### src/common/plic_params.svh
// PLIC build parameters
// source and target counts, field widths and the APB register map
`ifndef PLIC_PARAMS_SVH
`define PLIC_PARAMS_SVH

// --------------------------------------------------
// sizes
// --------------------------------------------------
// ids 1..7 are sources, id 0 means no interrupt
`define PLIC_NUM_SOURCES 7
`define PLIC_NUM_TARGETS 2
`define PLIC_ID_W        3
`define PLIC_PRIO_W      3
`define PLIC_ADDR_W      32
`define PLIC_DATA_W      32

// --------------------------------------------------
// register map
// --------------------------------------------------
// one priority word per id, base + 4 * id
`define PLIC_PRIO_BASE   32'h0000_0000
// read only, bit n is pending flag of source n
`define PLIC_PEND_ADDR   32'h0000_0080
// one enable word per target, base + 4 * target
`define PLIC_ENABLE_BASE 32'h0000_0100
// 8 bytes per target: threshold at +0, claim/complete at +4
`define PLIC_TARGET_BASE 32'h0000_0200

`endif

### src/common/plic_pkg.sv
// PLIC shared types
// id, priority and bus word types plus the gateway and register decode enums
`include "plic_params.svh"

package plic_pkg;

    // source id, 0 is reserved for no interrupt
    typedef logic [`PLIC_ID_W-1:0]   plic_id_t;
    // priority 0 never interrupts
    typedef logic [`PLIC_PRIO_W-1:0] plic_prio_t;
    typedef logic [`PLIC_DATA_W-1:0] plic_data_t;

    // gateway life cycle of one request
    typedef enum logic [1:0] {
        GW_IDLE,
        GW_PENDING,
        GW_CLAIMED
    } gateway_state_e;

    // region hit by an APB address
    typedef enum logic [2:0] {
        REG_PRIORITY,
        REG_PENDING,
        REG_ENABLE,
        REG_THRESHOLD,
        REG_CLAIM,
        REG_NONE
    } reg_region_e;

endpackage

### src/rtl/plic_gateway.sv
// PLIC gateway
// turns a level request into a pending flag and masks the source
// from claim until complete
module plic_gateway import plic_pkg::*; (
    input  logic clk_i,
    input  logic rst_i,
    input  logic irq_source_i,
    input  logic claim_i,
    input  logic complete_i,
    output logic irq_pending_o
);

    gateway_state_e state_q;

    // idle -> pending on level, pending -> claimed on claim,
    // claimed -> idle on complete
    always_ff @(posedge clk_i) begin
        if (rst_i) begin
            state_q <= GW_IDLE;
        end else begin
            case (state_q)
                GW_IDLE: begin
                    if (irq_source_i) begin
                        state_q <= GW_PENDING;
                    end
                end
                GW_PENDING: begin
                    if (claim_i) begin
                        state_q <= GW_CLAIMED;
                    end
                end
                GW_CLAIMED: begin
                    // source stays masked until its owner completes it
                    if (complete_i) begin
                        state_q <= GW_IDLE;
                    end
                end
                default: state_q <= GW_IDLE;
            endcase
        end
    end

    // only a pending request reaches the target slices
    assign irq_pending_o = (state_q == GW_PENDING);

    // the tracker only claims ids that a slice picked from the pending set
    a_claim_when_pending: assert property (
        @(posedge clk_i) disable iff (rst_i) claim_i |-> state_q == GW_PENDING
    );

endmodule

### src/rtl/plic_target_slice.sv
// PLIC target slice
// picks the highest priority pending and enabled source for one target,
// lowest id on a tie, and raises eip when it beats the threshold
`include "plic_params.svh"

module plic_target_slice import plic_pkg::*; (
    input  logic       [`PLIC_NUM_SOURCES:1] pending_i,
    input  plic_prio_t [`PLIC_NUM_SOURCES:1] priority_i,
    input  logic       [`PLIC_NUM_SOURCES:1] enable_i,
    input  plic_prio_t                       threshold_i,
    output logic                             eip_o,
    output plic_id_t                         best_id_o
);

    // tree is padded up to a power of two
    localparam int LEAVES = 1 << $clog2(`PLIC_NUM_SOURCES);

    logic       [LEAVES-1:0] leaf_valid;
    plic_prio_t [LEAVES-1:0] leaf_prio;

    // --------------------------------------------------
    // leaves, leaf i is source i + 1
    // --------------------------------------------------
    for (genvar i = 0; i < LEAVES; i++) begin : g_leaf
        if (i < `PLIC_NUM_SOURCES) begin : g_src
            // priority 0 never takes part
            assign leaf_valid[i] = pending_i[i+1] & enable_i[i+1]
                                 & (priority_i[i+1] != '0);
            assign leaf_prio[i]  = priority_i[i+1];
        end else begin : g_pad
            assign leaf_valid[i] = 1'b0;
            assign leaf_prio[i]  = '0;
        end
    end

    // --------------------------------------------------
    // compare tree, heap order, node k has children 2k and 2k+1
    // --------------------------------------------------
    always_comb begin : tree
        plic_prio_t node_prio [1:2*LEAVES-1];
        plic_id_t   node_id   [1:2*LEAVES-1];

        // non-candidates carry priority 0 and id 0
        for (int i = 0; i < LEAVES; i++) begin
            node_prio[LEAVES+i] = leaf_valid[i] ? leaf_prio[i] : '0;
            node_id[LEAVES+i]   = leaf_valid[i] ? plic_id_t'(i + 1) : '0;
        end

        // left child holds the lower ids, so it keeps a tie
        for (int k = LEAVES - 1; k >= 1; k--) begin
            if (node_prio[2*k+1] > node_prio[2*k]) begin
                node_prio[k] = node_prio[2*k+1];
                node_id[k]   = node_id[2*k+1];
            end else begin
                node_prio[k] = node_prio[2*k];
                node_id[k]   = node_id[2*k];
            end
        end

        best_id_o = node_id[1];
        // strictly greater, threshold equal to the winner masks it
        eip_o     = node_prio[1] > threshold_i;
    end

endmodule

### src/rtl/plic_claim_complete_tracker.sv
// PLIC claim/complete tracker
// records the owning target of each claimed source and forwards
// claim and complete pulses to the gateways one-hot
`include "plic_params.svh"

module plic_claim_complete_tracker import plic_pkg::*; (
    input  logic                                clk_i,
    input  logic                                rst_i,
    input  plic_id_t [`PLIC_NUM_TARGETS-1:0]    best_id_i,
    input  logic     [`PLIC_NUM_TARGETS-1:0]    claim_i,
    input  logic     [`PLIC_NUM_TARGETS-1:0]    complete_i,
    input  plic_id_t [`PLIC_NUM_TARGETS-1:0]    complete_id_i,
    output logic     [`PLIC_NUM_SOURCES:1]      gw_claim_o,
    output logic     [`PLIC_NUM_SOURCES:1]      gw_complete_o
);

    localparam int TGT_W = $clog2(`PLIC_NUM_TARGETS);

    // owner and valid flag per source
    logic [`PLIC_NUM_SOURCES:1][TGT_W-1:0] owner_q;
    logic [`PLIC_NUM_SOURCES:1]            valid_q;
    logic [`PLIC_NUM_SOURCES:1][TGT_W-1:0] claim_tgt;

    // --------------------------------------------------
    // claim routing
    // --------------------------------------------------
    always_comb begin
        gw_claim_o = '0;
        claim_tgt  = '0;
        // walk downwards so the lower target overwrites on a collision
        for (int t = `PLIC_NUM_TARGETS - 1; t >= 0; t--) begin
            // id 0 means nothing to claim
            if (claim_i[t] && best_id_i[t] != '0) begin
                gw_claim_o[best_id_i[t]] = 1'b1;
                claim_tgt[best_id_i[t]]  = TGT_W'(t);
            end
        end
    end

    // --------------------------------------------------
    // complete filter, only the recorded owner gets through
    // --------------------------------------------------
    always_comb begin
        gw_complete_o = '0;
        for (int t = 0; t < `PLIC_NUM_TARGETS; t++) begin
            if (complete_i[t] && complete_id_i[t] != '0 &&
                valid_q[complete_id_i[t]] &&
                owner_q[complete_id_i[t]] == TGT_W'(t)) begin
                gw_complete_o[complete_id_i[t]] = 1'b1;
            end
        end
    end

    always_ff @(posedge clk_i) begin
        if (rst_i) begin
            valid_q <= '0;
            owner_q <= '0;
        end else begin
            for (int s = 1; s <= `PLIC_NUM_SOURCES; s++) begin
                if (gw_claim_o[s]) begin
                    valid_q[s] <= 1'b1;
                    owner_q[s] <= claim_tgt[s];
                end else if (gw_complete_o[s]) begin
                    // record freed, gateway re-arms at the same edge
                    valid_q[s] <= 1'b0;
                end
            end
        end
    end

    // the bus issues one access per cycle, so claims never fan out
    a_claim_onehot: assert property (
        @(posedge clk_i) disable iff (rst_i) $onehot0(gw_claim_o)
    );

endmodule

### src/rtl/plic_apb_regs.sv
// PLIC APB register block
// priority, enable and threshold storage, pending readback and
// claim/complete pulses, every access finishes in its access cycle
`include "plic_params.svh"

module plic_apb_regs import plic_pkg::*; (
    input  logic                                  clk_i,
    input  logic                                  rst_i,
    input  logic                                  psel_i,
    input  logic                                  penable_i,
    input  logic                                  pwrite_i,
    input  logic       [`PLIC_ADDR_W-1:0]         paddr_i,
    input  plic_data_t                            pwdata_i,
    output plic_data_t                            prdata_o,
    output logic                                  pslverr_o,
    input  logic       [`PLIC_NUM_SOURCES:1]      pending_i,
    input  plic_id_t   [`PLIC_NUM_TARGETS-1:0]    best_id_i,
    output plic_prio_t [`PLIC_NUM_SOURCES:1]      priority_o,
    output logic       [`PLIC_NUM_TARGETS-1:0][`PLIC_NUM_SOURCES:1] enable_o,
    output plic_prio_t [`PLIC_NUM_TARGETS-1:0]    threshold_o,
    output logic       [`PLIC_NUM_TARGETS-1:0]    claim_o,
    output logic       [`PLIC_NUM_TARGETS-1:0]    complete_o,
    output plic_id_t   [`PLIC_NUM_TARGETS-1:0]    complete_id_o
);

    localparam int TGT_W = $clog2(`PLIC_NUM_TARGETS);

    plic_prio_t [`PLIC_NUM_SOURCES:1]                        prio_q;
    logic       [`PLIC_NUM_TARGETS-1:0][`PLIC_NUM_SOURCES:1] en_q;
    plic_prio_t [`PLIC_NUM_TARGETS-1:0]                      thresh_q;

    logic                    access;
    logic                    wr_en;
    logic                    rd_en;
    logic [`PLIC_ADDR_W-1:0] prio_off;
    logic [`PLIC_ADDR_W-1:0] en_off;
    logic [`PLIC_ADDR_W-1:0] tgt_off;
    plic_id_t                prio_idx;
    logic [TGT_W-1:0]        en_tgt;
    logic [TGT_W-1:0]        tgt_sel;
    reg_region_e             region;

    assign access = psel_i & penable_i;
    assign wr_en  = access & pwrite_i;
    assign rd_en  = access & ~pwrite_i;

    // --------------------------------------------------
    // address decode
    // --------------------------------------------------
    // offsets below a base wrap to large values and miss the range check
    assign prio_off = paddr_i - `PLIC_PRIO_BASE;
    assign en_off   = paddr_i - `PLIC_ENABLE_BASE;
    assign tgt_off  = paddr_i - `PLIC_TARGET_BASE;
    assign prio_idx = prio_off[2 +: `PLIC_ID_W];
    assign en_tgt   = en_off[2 +: TGT_W];
    assign tgt_sel  = tgt_off[3 +: TGT_W];

    always_comb begin
        region = REG_NONE;
        // unaligned addresses stay unmapped
        if (paddr_i[1:0] == 2'b00) begin
            if (prio_off < 4 * (`PLIC_NUM_SOURCES + 1)) begin
                region = REG_PRIORITY;
            end else if (paddr_i == `PLIC_PEND_ADDR) begin
                region = REG_PENDING;
            end else if (en_off < 4 * `PLIC_NUM_TARGETS) begin
                region = REG_ENABLE;
            end else if (tgt_off < 8 * `PLIC_NUM_TARGETS) begin
                // word at +4 is claim/complete
                region = tgt_off[2] ? REG_CLAIM : REG_THRESHOLD;
            end
        end
    end

    // --------------------------------------------------
    // register writes, at the edge ending the access cycle
    // --------------------------------------------------
    always_ff @(posedge clk_i) begin
        if (rst_i) begin
            prio_q   <= '0;
            en_q     <= '0;
            thresh_q <= '0;
        end else if (wr_en) begin
            case (region)
                REG_PRIORITY: begin
                    // id 0 has no priority register
                    if (prio_idx != '0) begin
                        prio_q[prio_idx] <= pwdata_i[`PLIC_PRIO_W-1:0];
                    end
                end
                // bit 0 is id 0 and is never stored
                REG_ENABLE:    en_q[en_tgt]      <= pwdata_i[`PLIC_NUM_SOURCES:1];
                REG_THRESHOLD: thresh_q[tgt_sel] <= pwdata_i[`PLIC_PRIO_W-1:0];
                default: ;
            endcase
        end
    end

    // --------------------------------------------------
    // read mux, fields zero extended
    // --------------------------------------------------
    always_comb begin
        prdata_o = '0;
        case (region)
            REG_PRIORITY: begin
                if (prio_idx != '0) begin
                    prdata_o[`PLIC_PRIO_W-1:0] = prio_q[prio_idx];
                end
            end
            REG_PENDING:   prdata_o[`PLIC_NUM_SOURCES:1] = pending_i;
            REG_ENABLE:    prdata_o[`PLIC_NUM_SOURCES:1] = en_q[en_tgt];
            REG_THRESHOLD: prdata_o[`PLIC_PRIO_W-1:0]    = thresh_q[tgt_sel];
            // claim returns the current winner, 0 when nothing is pending
            REG_CLAIM:     prdata_o[`PLIC_ID_W-1:0]      = best_id_i[tgt_sel];
            default: ;
        endcase
    end

    // unmapped access, or a write to the read-only pending word
    assign pslverr_o = access &
                       ((region == REG_NONE) | (pwrite_i & (region == REG_PENDING)));

    // claim on read, complete on write of the claim word
    always_comb begin
        for (int t = 0; t < `PLIC_NUM_TARGETS; t++) begin
            claim_o[t]       = rd_en & (region == REG_CLAIM) & (tgt_sel == TGT_W'(t));
            complete_o[t]    = wr_en & (region == REG_CLAIM) & (tgt_sel == TGT_W'(t));
            complete_id_o[t] = pwdata_i[`PLIC_ID_W-1:0];
        end
    end

    assign priority_o  = prio_q;
    assign enable_o    = en_q;
    assign threshold_o = thresh_q;

    // access phase is always framed by a select from the master
    a_penable_with_psel: assert property (
        @(posedge clk_i) disable iff (rst_i) penable_i |-> psel_i
    );

endmodule

### src/rtl/plic.sv
// PLIC top level
// gateways per source, one slice per target, claim/complete tracker
// and the APB register block
`include "plic_params.svh"

module plic import plic_pkg::*; (
    input  logic                          clk_i,
    input  logic                          rst_i,
    input  logic [`PLIC_NUM_SOURCES:1]    irq_sources_i,
    input  logic                          psel_i,
    input  logic                          penable_i,
    input  logic                          pwrite_i,
    input  logic [`PLIC_ADDR_W-1:0]       paddr_i,
    input  plic_data_t                    pwdata_i,
    output plic_data_t                    prdata_o,
    output logic                          pslverr_o,
    output logic [`PLIC_NUM_TARGETS-1:0]  eip_targets_o
);

    // gateway side, indexed by source id
    logic       [`PLIC_NUM_SOURCES:1]                        pending;
    logic       [`PLIC_NUM_SOURCES:1]                        gw_claim;
    logic       [`PLIC_NUM_SOURCES:1]                        gw_complete;
    plic_prio_t [`PLIC_NUM_SOURCES:1]                        prio;
    // target side
    logic       [`PLIC_NUM_TARGETS-1:0][`PLIC_NUM_SOURCES:1] enable;
    plic_prio_t [`PLIC_NUM_TARGETS-1:0]                      threshold;
    plic_id_t   [`PLIC_NUM_TARGETS-1:0]                      best_id;
    logic       [`PLIC_NUM_TARGETS-1:0]                      claim;
    logic       [`PLIC_NUM_TARGETS-1:0]                      complete;
    plic_id_t   [`PLIC_NUM_TARGETS-1:0]                      complete_id;

    // --------------------------------------------------
    // gateways, ids start at 1
    // --------------------------------------------------
    for (genvar s = 1; s <= `PLIC_NUM_SOURCES; s++) begin : g_gateway
        plic_gateway u_gateway (
            .clk_i         (clk_i),
            .rst_i         (rst_i),
            .irq_source_i  (irq_sources_i[s]),
            .claim_i       (gw_claim[s]),
            .complete_i    (gw_complete[s]),
            .irq_pending_o (pending[s])
        );
    end

    // --------------------------------------------------
    // target slices
    // --------------------------------------------------
    for (genvar t = 0; t < `PLIC_NUM_TARGETS; t++) begin : g_slice
        plic_target_slice u_slice (
            .pending_i   (pending),
            .priority_i  (prio),
            .enable_i    (enable[t]),
            .threshold_i (threshold[t]),
            .eip_o       (eip_targets_o[t]),
            .best_id_o   (best_id[t])
        );
    end

    plic_claim_complete_tracker u_tracker (
        .clk_i         (clk_i),
        .rst_i         (rst_i),
        .best_id_i     (best_id),
        .claim_i       (claim),
        .complete_i    (complete),
        .complete_id_i (complete_id),
        .gw_claim_o    (gw_claim),
        .gw_complete_o (gw_complete)
    );

    plic_apb_regs u_regs (
        .clk_i         (clk_i),
        .rst_i         (rst_i),
        .psel_i        (psel_i),
        .penable_i     (penable_i),
        .pwrite_i      (pwrite_i),
        .paddr_i       (paddr_i),
        .pwdata_i      (pwdata_i),
        .prdata_o      (prdata_o),
        .pslverr_o     (pslverr_o),
        .pending_i     (pending),
        .best_id_i     (best_id),
        .priority_o    (prio),
        .enable_o      (enable),
        .threshold_o   (threshold),
        .claim_o       (claim),
        .complete_o    (complete),
        .complete_id_o (complete_id)
    );

endmodule

### config.mk
export PLATFORM = sky130hd
export DESIGN_NAME = plic
export DESIGN_NICKNAME = d
export VERILOG_FILES = /design/src/common/plic_pkg.sv /design/src/rtl/plic_gateway.sv /design/src/rtl/plic_target_slice.sv /design/src/rtl/plic_claim_complete_tracker.sv /design/src/rtl/plic_apb_regs.sv /design/src/rtl/plic.sv
export VERILOG_INCLUDE_DIRS = /design/src /design/src/common
export SDC_FILE = /design/constraint.sdc
export NUM_CORES = 1
export LEC_CHECK = 0
export ABC_CLOCK_PERIOD_IN_PS = 7300
export BUFFER_PORTS_ARGS = -buffer_cell sky130_fd_sc_hd__buf_2
export CORE_MARGIN = 3
export CORE_UTILIZATION = 58
export DETAILED_ROUTE_END_ITERATION = 7
export PLACE_DENSITY = 0.8
export SKIP_CTS_REPAIR_TIMING = 1
export SKIP_LAST_GASP = 1
export SYNTH_ARGS = -nofsm -noshare
export SYNTH_HDL_FRONTEND = slang
export SYNTH_SLANG_ARGS = --single-unit
### constraint.sdc
create_clock -name clk_i -period 7.3 [get_ports clk_i]
set_input_delay 2.19 -clock clk_i [delete_from_list [all_inputs] [get_ports clk_i]]
set_output_delay 2.19 -clock clk_i [all_outputs]
set_load 0.05 [all_outputs]
==> results.py, run 1 <==
metrics = {
    "run_status": {
        "status": "complete, but fails checks",
        "violations": "DRC, setup timing",
    },
    "power_and_ir_drop": {
        "p_int_w": 0.000779,
        "combinationalPowerShare_pct": 14.8,
        "power.share.switching_pct": 27.4,
        "p_leak_nw": 3.21,
        "clkPwrFrac_pct": 49.5,
        "switching_power_w": 0.000294,
        "p_seq_share_pct": 35.7,
        "cellPowerDensity_mw_per_mm2": 125,
        "ir_drop_v": 0.000212,
    },
    "finish": {
        "diodes": 0,
        "areaGrowthSynthToFinish_pct": 26.9,
        "seq_area_sq_mm": 0.00139,
        "layout-drive-gt1-share_pct": 28.4,
        "multi_input_area_sq_mm": 0.00557,
        "fillerInstances": 763,
        "nets": 1115,
    },
    "synth": {
        "yosys_warnings": 0,
        "syn_avg_cell_area_sq_um": 7.56,
        "synth_top_family_by_area": "simple AND/OR/NAND/NOR gates",
        "synth.area.mux_share_pct": 9.59,
        "synth-xor-area-share_pct": 0.519,
        "ys_ff_latch": 69,
        "postSynthCellCount": 892,
        "netlist_top_cells_area": "dfxtp_1 20%, ha_1 8.0%, mux2i_1 7.4%, a21oi_1 4.7%, nand2_1 4.6%",
        "synth_edf_count": 0,
        "synth_fa_ha_area_share_pct": 7.97,
        "yosysUniqueCellTypes": 77,
        "yosys.area_share.simple_pct": 32.7,
        "synth.most_common_cell": "nand2_1",
        "synth_flop_cell": "dfxtp_1",
        "async_flop_share_pct": 0,
        "synth_top_area_share_pct": 20.5,
        "seq_area_frac_synth_pct": 20.5,
        "yosys.area.top_type": "dfxtp_1",
        "synthTopCellsByCount": "83 x nand2_1, 71 x nor2_1, 69 x dfxtp_1, 63 x a21oi_1, 50 x mux2i_1",
        "synth_compound_area_share_pct": 20.7,
        "netlist_area_sq_mm": 0.00675,
    },
    "grt": {
        "grt-busiest-layer": "met2",
        "grt.met3_usage_pct": 7.37,
        "grt_pass1_vias": 6950,
        "antenna_found_initial": 0,
        "gr-usage-met1_pct": 45.2,
        "grt_use_met2_pct": 52.3,
        "grt_start_max_net_pins": 57,
        "grt_pass1_wl_um": 35200,
        "overflow": 0,
        "groute.usage.overall_pct": 33.2,
    },
    "setup_path": {
        "cp_slowest_cell": "mux2_4",
        "cp_max_fo": 6,
        "cp.buffers_inverters": 6,
        "crit_type": "register to output port",
        "critPathRequiredTime_ns": 5.11,
        "r2r_cells": 26,
        "rr_startpoint": "g_gateway[3].u_gateway.state_q[0]",
        "crit_family": "compound AO/OA/AOI/OAI gates",
        "worstPathArrival_ns": 5.19,
        "worst_setup_path_end_kind": "output port",
        "r2r-end": "g_gateway[4].u_gateway.state_q[1]",
        "reg2reg_slack_ns": 2.08,
        "slowest_delay_ns": 0.34,
        "cp_common_cell": "buf_6",
        "start_kind": "register",
    },
    "timing": {
        "finalHoldViolCount": 0,
        "relSlewSlack_pct": 27.1,
        "finalCriticalPeriod_ns": 7.38,
        "fin_crit_sh_pct": 101,
        "max_freq_mhz": 136,
        "finalWorstSetupSlack_ns": -0.0774,
        "report.final.slew_viol_count": 0,
        "worst_pin_slew_ns": 1.09,
        "fin_hold_ws_ns": 0.448,
        "skew_ns": 0.00863,
        "setup_viol": 4,
    },
    "min_path": {
        "whs_endpoint": "g_gateway[6].u_gateway.state_q[0]",
        "hold_path_class": "register to register",
        "min_from": "g_gateway[6].u_gateway.state_q[1]",
        "hold_depth": 1,
    },
    "detailed_routing": {
        "route.detailed.drc": 2,
        "wl_um": 24800,
        "avgViaCountPerCell": 7.02,
        "drt_iter0_drc": 1186,
        "firstDrtPassIters": 8,
        "drt.antenna.violating_nets": 0,
        "avgRoutedWirePerCell_um": 21.8,
        "dr_total_vias": 8015,
    },
    "floorplan": {
        "core_area_sq_mm": 0.0111,
        "rows": 38,
        "dieHeight_um": 114,
        "start_util_pct": 60.7,
        "die_x_um": 114,
        "io_pins": 111,
        "die_area_sq_mm": 0.0130,
    },
    "clock_tree": {
        "cts_root_buffer": "clkbuf_16",
        "cts_buffers": 9,
        "cts_tree": "built",
        "path_clk_slew_ns": 0.05,
        "clock_path_buffers": 2,
        "clock_sink_count": 69,
        "insertion_delay_ns": 0.34,
        "htreeDepth": 3,
    },
    "job": {
        "max_cap_viol_count": 0,
    },
    "place": {
        "place.gp.congestion": 1.04,
        "dp_slack_ns": 0.0441,
        "place_hpwl_um": 16100,
        "port_buffers": 62,
    },
}
==> through the flow <==
step | util [%] | TNS, ns | total power (W) | std cells | cell area, sq um
floorplan | - | -0.463 | 0.000495 | 915 | 6840
global placement | 65.8 | 0 | 0.000533 | 1101 | 7320
detailed placement | 65.8 | 0 | 0.000535 | 1101 | 7320
CTS | 69.0 | -1.45 | 0.00106 | 1117 | 7670
global route | 76.9 | -0.658 | 0.00109 | 1141 | 8560
finish | 76.9 | -0.175 | 0.00107 | 1141 | 8560
==> worst max path at each step <==
stage                                      start          end  slack (ns)  cells after the start
6_report       g_gateway[3].u_gateway.state_q[0]  prdata_o[2]       -0.08                     25
5_1_grt        g_gateway[2].u_gateway.state_q[0]  prdata_o[1]       -0.19                     25
4_1_cts        g_gateway[1].u_gateway.state_q[0]  prdata_o[2]       -0.39                     22
3_5_place_dp   g_gateway[1].u_gateway.state_q[0]  prdata_o[2]        0.04                     22
3_3_place_gp                         paddr_i[10]  prdata_o[2]        0.11                     12
2_1_floorplan                         paddr_i[9]  prdata_o[1]       -0.12                     10
==> cell usage in the layout (no fill, tap or decap), types with 6 or more instances in the layout <==
cell,n
and3_1,14
o21ai_0,31
dfxtp_2,9
a31o_1,7
nor3b_1,8
ha_1,28
nand3b_1,11
and4_1,6
conb_1,24
a211oi_1,11
mux2i_1,48
inv_1,35
a31oi_1,9
nand4_1,19
clkbuf_16,9
a21oi_1,46
nor3_1,23
nand2b_1,10
or3_1,13
o31ai_1,13
nor2_1,68
buf_4,69
nand3_1,35
dfxtp_1,60
a21oi_2,14
nor2b_1,10
nand2_1,78
nor4_1,29
ha_4,13
buf_6,8
buf_2,58
or4_1,9
==> worst register-to-register path, delay by kind of cell (launching register included) <==
kind                     cells  cell delay [ns]
AND/OR/NAND/NOR              7             1.07
AO/OA/AOI/OAI                8             1.76
multiplexers                 1             0.34
adder cells (fa/ha/maj)      3             0.55
buffers and inverters        7             1.10
flip-flops                   1             0.32
==> power by group through the flow <==
stage                     clock [W]  sequential [W]  combinational, W
after floorplan                   0        0.000389          0.000106
after global placement            0        0.000390          0.000143
after detailed placement          0        0.000390          0.000144
after CTS                  0.000530        0.000382          0.000145
after global routing       0.000541        0.000383          0.000168
final                      0.000531        0.000383          0.000159
==> registers in the layout, summed over array words and instances (netlist names) <==
register,cells
g_gateway.u_gateway.state_q,14
u_regs.enable_o,14
u_regs.priority_o,21
u_regs.threshold_o,6
u_tracker.owner_q,7
u_tracker.valid_q,7
==> layout make-up <==
cell class              instances  area share, %
clock buffers                  11           2.95
clock inverters                 5           1.24
inverters                      40           1.75
multi-input cells             740           65.1
flip-flops and latches         69           16.3
well taps                     140           2.05
repair buffers                136           10.6
==> layer usage <==
layer | vias to the layer above | wire [um]
met5 | - | 0
met4 | 0 | 1600
met3 | 184 | 3110
met2 | 613 | 10800
met1 | 3664 | 9320
li1 | 3554 | -
==> cells by family after synthesis <==
family	Yosys count
AND/OR/NAND/NOR	398
AO/OA/AOI/OAI	212
buffers and inverters	106
flip-flops	69
multiplexers	59
adder cells (fa/ha/maj)	43
XOR/XNOR	4
other	1
No activity file was read; power rests on OpenSTA's default activity.
==> inputs of run 2 (changes only) <==
--- a/config.mk
+++ b/config.mk
@@ -9,9 +9,9 @@
 export ABC_CLOCK_PERIOD_IN_PS = 7300
 export BUFFER_PORTS_ARGS = -buffer_cell sky130_fd_sc_hd__buf_2
 export CORE_MARGIN = 3
-export CORE_UTILIZATION = 58
+export CORE_UTILIZATION = 50
 export DETAILED_ROUTE_END_ITERATION = 7
-export PLACE_DENSITY = 0.8
+export PLACE_DENSITY = 0.7
 export SKIP_CTS_REPAIR_TIMING = 1
 export SKIP_LAST_GASP = 1
 export SYNTH_ARGS = -nofsm -noshare
==> results.py, run 2 (same netlist as run 1, synthesis figures left out) <==
metrics = {
    "run_status": {
        "status": "completed",
    },
    "timing": {
        "relSlewSlack_pct": 47.5,
        "report.final.slew_viol_count": 0,
        "skew_ns": 0.00718,
        "finalHoldViolCount": 0,
        "worst_pin_slew_ns": 0.783,
        "fin_hold_ws_ns": 0.454,
        "fin_crit_sh_pct": 98.9,
        "setup_viol": 0,
        "max_freq_mhz": 138,
        "finalCriticalPeriod_ns": 7.22,
    },
    "place": {
        "port_buffers": 62,
        "place.gp.congestion": 0.978,
        "dpl.cell_count": 1137,
        "place_hpwl_um": 16200,
        "dpl_cell_area_sq_mm": 0.00739,
    },
    "finish": {
        "nets": 1116,
        "fillerInstances": 1121,
        "layout-drive-gt1-share_pct": 27.9,
        "mostFrequentLayoutCell": "nand2_1",
        "instances_no_fill": 1174,
        "final_cell_mix": "79 x nand2_1, 73 x buf_4, 70 x nor2_1, 62 x dfxtp_1, 56 x buf_2",
        "fin_area_sq_mm": 0.00854,
        "largest_register_ff_count": 21,
        "areaGrowthSynthToFinish_pct": 26.5,
        "diodes": 0,
    },
    "grt": {
        "grt_start_max_net_pins": 57,
        "overflow": 0,
        "grt_pass1_vias": 6529,
        "grt_pass1_wl_um": 33800,
        "groute.usage.overall_pct": 28.6,
        "antenna_found_initial": 0,
    },
    "setup_path": {
        "cp-startpoint": "g_gateway[4].u_gateway.state_q[0]",
        "crit_type": "register to output port",
        "worst_setup_path_end_kind": "output port",
        "rr_startpoint": "g_gateway[2].u_gateway.state_q[0]",
        "critPathRequiredTime_ns": 5.11,
        "reg2reg_slack_ns": 2.19,
        "start_kind": "register",
        "r2r_cells": 22,
        "worstPathArrival_ns": 5.03,
        "cp_max_fo": 8,
        "r2r-end": "g_gateway[6].u_gateway.state_q[0]",
    },
    "detailed_routing": {
        "drt_iter0_drc": 878,
        "wl_um": 22800,
        "route.detailed.drc": 0,
        "dr_total_vias": 7457,
        "firstDrtPassIters": 6,
        "drt.antenna.violating_nets": 0,
        "avgRoutedWirePerCell_um": 19.4,
        "avgViaCountPerCell": 6.35,
    },
    "clock_tree": {
        "htreeDepth": 3,
        "clock_path_buffers": 2,
        "cts_buffers": 9,
        "insertion_delay_ns": 0.35,
        "cts_root_buffer": "clkbuf_16",
        "path_clk_slew_ns": 0.07,
        "clock_sink_count": 69,
        "cts_tree": "built",
    },
    "floorplan": {
        "start_util_pct": 52.2,
        "die_x_um": 122,
        "dieHeight_um": 122,
        "core_area_sq_mm": 0.0129,
        "io_pins": 111,
        "rows": 41,
        "die_area_sq_mm": 0.0149,
    },
    "min_path": {
        "hold_depth": 1,
        "hold_path_class": "register to register",
        "whs_endpoint": "g_gateway[3].u_gateway.state_q[0]",
        "min_from": "g_gateway[3].u_gateway.state_q[1]",
    },
    "job": {
        "max_cap_viol_count": 0,
    },
    "power_and_ir_drop": {
        "total_power_w": 0.00104,
        "ir_drop_v": 0.000133,
        "p_leak_nw": 3.20,
        "cellPowerDensity_mw_per_mm2": 122,
    },
}
run 2: cell types whose count changed in the layout (fill, tap and decap cells not counted), moves of 3 or more:
cell     delta
mux2i_1     -3
buf_4       +4
dfxtp_2     -3
inv_6       +3
mux2i_2     +3
ha_1        +3
run 2: worst max-delay path by stage:
stage,endpoint,depth (start not counted)
6_report,eip_targets_o[1],23
5_1_grt,prdata_o[0],22
4_1_cts,eip_targets_o[1],23
3_5_place_dp,eip_targets_o[1],23
3_3_place_gp,prdata_o[0],20
2_1_floorplan,prdata_o[1],10
run 2: stage by stage:
step                setup TNS (ns)  setup slack, ns  utilization (%)
floorplan                   -0.463           -0.120                -
global placement                 0           0.0771             57.1
detailed placement               0           0.0116             57.1
CTS                          -1.67           -0.362             59.7
global route                -0.880           -0.190             66.0
finish                           0           0.0768             66.0
run 2: power breakdown:
| part | switching [W] | total (W) | leakage, nW | internal (W) |
|---|---|---|---|---|
| Combinational | 0.000111 | 0.000157 | 2.48 | 0.0000462 |
| Clock | 0.000195 | 0.000500 | 0.159 | 0.000305 |
| Sequential | 0.00000253 | 0.000382 | 0.560 | 0.000380 |
run 2: area by class of cell:
| type | instances | area (sq um) | share of cell area (%) |
|---|---|---|---|
| Sequential cell | 69 | 1390 | 16.3 |
| Tap cell | 172 | 215 | 2.52 |
| Multi-Input combinational cell | 740 | 5540 | 64.8 |
| Timing Repair Buffer | 137 | 915 | 10.7 |
| Clock buffer | 9 | 225 | 2.64 |
| Inverter | 40 | 150 | 1.76 |
| Clock inverter | 7 | 105 | 1.23 |
run 2: routing by layer:
layer	GRT usage, %	up-vias	share of wire, %	wire length [um]
met2	45.1	375	46	10400
met5	0	-	0	0
li1	-	3548	-	-
met1	40.6	3484	43	9690
met4	7.49	0	2.5	561
met3	4.87	50	9.3	2110
run 2: critical path: stages (launching register included):
cell      delay, ns
dfxtp_4        0.37
nor2b_4        0.25
and3_4         0.25
ha_4           0.21
a21oi_1        0.21
a32oi_2        0.13
o21ai_1        0.39
ha_4           0.28
nand3b_1       0.11
a32oi_2        0.09
buf_4          0.16
buf_4          0.16
a21oi_1        0.23
ha_1           0.19
inv_1          0.05
a211o_4        0.34
nand2_4        0.11
buf_6          0.12
mux2i_2        0.21
ha_1           0.27
a21o_1         0.19
a21oi_2        0.10
a31oi_1        0.05
buf_4          0.20
==> inputs of run 3 (changes only) <==
--- a/config.mk
+++ b/config.mk
@@ -11,7 +11,7 @@
 export CORE_MARGIN = 3
 export CORE_UTILIZATION = 50
 export DETAILED_ROUTE_END_ITERATION = 7
-export PLACE_DENSITY = 0.7
+export PLACE_DENSITY = 0.83
 export SKIP_CTS_REPAIR_TIMING = 1
 export SKIP_LAST_GASP = 1
 export SYNTH_ARGS = -nofsm -noshare
==> results.py, run 3 (same netlist as run 1, synthesis figures left out) <==
metrics = {
    "timing": {
        "worst_pin_slew_ns": 1.08,
        "report.final.slew_viol_count": 0,
        "relSlewSlack_pct": 28.1,
        "fin_hold_ws_ns": 0.475,
        "fin_crit_sh_pct": 102,
        "finalHoldViolCount": 0,
        "max_freq_mhz": 134,
        "finalWorstSetupSlack_ns": -0.154,
        "finalCriticalPeriod_ns": 7.45,
        "setup_viol": 2,
        "skew_ns": 0.0112,
        "fin_tns_setup_ns": -0.231,
    },
    "setup_path": {
        "reg2reg_slack_ns": 2.02,
        "worst_setup_path_end_kind": "output port",
        "cp_max_fo": 8,
        "crit_type": "register to output port",
        "r2r_cells": 20,
        "rr_startpoint": "g_gateway[6].u_gateway.state_q[0]",
        "cp.buffers_inverters": 4,
        "critPathRequiredTime_ns": 5.11,
        "worstPathArrival_ns": 5.26,
        "slowest_delay_ns": 0.40,
        "start_kind": "register",
        "r2r-end": "g_gateway[2].u_gateway.state_q[0]",
        "cp_slowest_cell": "o32ai_2",
        "crit_family": "compound AO/OA/AOI/OAI gates",
        "path_cells": "nor2b_4 -> buf_6 -> and3_1 -> ha_4 -> nand3b_1 -> a32oi_4 -> mux2i_2 -> ha_1 -> a32oi_2 -> mux2i_1 -> ha_1 -> nor2b_1 -> o21ai_1 -> a32oi_1 -> buf_4 -> buf_4 -> nand3_2 -> a21o_1 -> a21oi_2 -> o32ai_2 -> buf_6",
    },
    "grt": {
        "grt_pass1_wl_um": 34800,
        "antenna_found_initial": 0,
        "overflow": 0,
        "grt_pass1_vias": 6846,
        "groute.usage.overall_pct": 29.2,
        "grt_start_max_net_pins": 57,
    },
    "run_status": {
        "violations": "setup timing",
        "status": "complete, but fails checks",
    },
    "detailed_routing": {
        "dr_total_vias": 7791,
        "firstDrtPassIters": 6,
        "avgViaCountPerCell": 6.65,
        "drt.antenna.violating_nets": 0,
        "route.detailed.drc": 0,
        "avgRoutedWirePerCell_um": 20.9,
        "drt_iter0_drc": 1038,
        "wl_um": 24500,
    },
    "finish": {
        "layout-drive-gt1-share_pct": 27.9,
        "diodes": 0,
        "instances_no_fill": 1172,
        "areaGrowthSynthToFinish_pct": 25.8,
        "nets": 1114,
        "mostFrequentLayoutCell": "nand2_1",
        "largest_register_ff_count": 21,
        "final_cell_mix": "76 x nand2_1, 75 x buf_4, 69 x nor2_1, 61 x dfxtp_1, 52 x buf_2",
    },
    "clock_tree": {
        "htreeDepth": 3,
        "insertion_delay_ns": 0.34,
        "cts_buffers": 9,
        "cts_root_buffer": "clkbuf_16",
        "clock_path_buffers": 2,
        "clock_sink_count": 69,
        "cts_tree": "built",
        "path_clk_slew_ns": 0.06,
    },
    "job": {
        "max_cap_viol_count": 0,
    },
    "place": {
        "port_buffers": 62,
        "dpl.cell_count": 1138,
        "place.gp.congestion": 1.03,
        "place_hpwl_um": 17000,
        "dp_slack_ns": -0.0606,
    },
    "min_path": {
        "hold_depth": 2,
        "whs_endpoint": "u_tracker.valid_q[2]",
        "min_from": "u_tracker.valid_q[2]",
        "hold_path_class": "register to register",
    },
    "floorplan": {
        "io_pins": 111,
        "die_area_sq_mm": 0.0149,
        "dieHeight_um": 122,
        "rows": 41,
        "core_area_sq_mm": 0.0129,
        "die_x_um": 122,
        "start_util_pct": 52.2,
    },
    "power_and_ir_drop": {
        "cellPowerDensity_mw_per_mm2": 121,
        "total_power_w": 0.00103,
        "p_leak_nw": 3.20,
        "ir_drop_v": 0.000141,
    },
}
## run 3: cell count changes in the layout (fill, tap and decap cells not counted), sizes merged
cell      previous run  this run
clkbuf              10         9
clkinv               2         4
inv                 42        41
buf                136       135
clkinvlp             1         0
## run 3: where the power goes
group	total, W	internal, W	switching [W]
Clock	0.000487	0.000304	0.000183
Sequential	0.000382	0.000380	0.00000252
Combinational	0.000159	0.0000459	0.000113
## run 3: how the worst max path moves through the flow
stage | startpoint | endpoint | slack, ns | depth (start not counted)
after detailed placement | g_gateway[6].u_gateway.state_q[0] | prdata_o[0] | -0.06 | 20
final | g_gateway[6].u_gateway.state_q[0] | prdata_o[0] | -0.15 | 21
after global routing | g_gateway[6].u_gateway.state_q[0] | prdata_o[0] | -0.22 | 21
after CTS | g_gateway[6].u_gateway.state_q[0] | prdata_o[1] | -0.46 | 21
after global placement | paddr_i[9] | prdata_o[4] | 0.005 | 12
after floorplan | paddr_i[9] | prdata_o[1] | -0.12 | 10
## run 3: layer usage
| layer | global-route usage, % | vias to the layer above | part of all wire [%] |
|---|---|---|---|
| li1 | - | 3546 | - |
| met1 | 40.9 | 3646 | 41 |
| met2 | 45.9 | 508 | 45 |
| met3 | 5.66 | 91 | 11 |
| met4 | 8.12 | 0 | 3.4 |
| met5 | 0 | - | 0 |
## run 3: area by class of cell
type	instances	area [sq um]
Multi-Input combinational cell	740	5490
Tap cell	172	215
Clock buffer	9	225
Sequential cell	69	1390
Inverter	40	150
Fill cell	1021	4440
Clock inverter	7	104
Timing Repair Buffer	135	913
## run 3: per-stage QoR
| stage | utilization, % | area (sq um) |
|---|---|---|
| after global placement | 57.2 | 7390 |
| after floorplan | - | 6840 |
| final | 65.7 | 8490 |
| after detailed placement | 57.2 | 7390 |
| after global routing | 65.7 | 8490 |
| after CTS | 59.7 | 7720 |
## run 3: worst register-to-register path: stages, from the launching register on
cell and delay, ns:
dfxtp_2 0.34, nor2b_4 0.24, buf_6 0.16, and3_1 0.29, ha_4 0.19, nand3b_1 0.15, a32oi_4 0.33, mux2i_2 0.32
ha_1 0.29, a32oi_2 0.25, mux2i_1 0.33, ha_1 0.32, nor2b_1 0.17, o21ai_1 0.18, a32oi_1 0.07, buf_4 0.18
buf_4 0.18, buf_4 0.14, o41ai_1 0.59, nand2b_1 0.20, nor4b_1 0.19
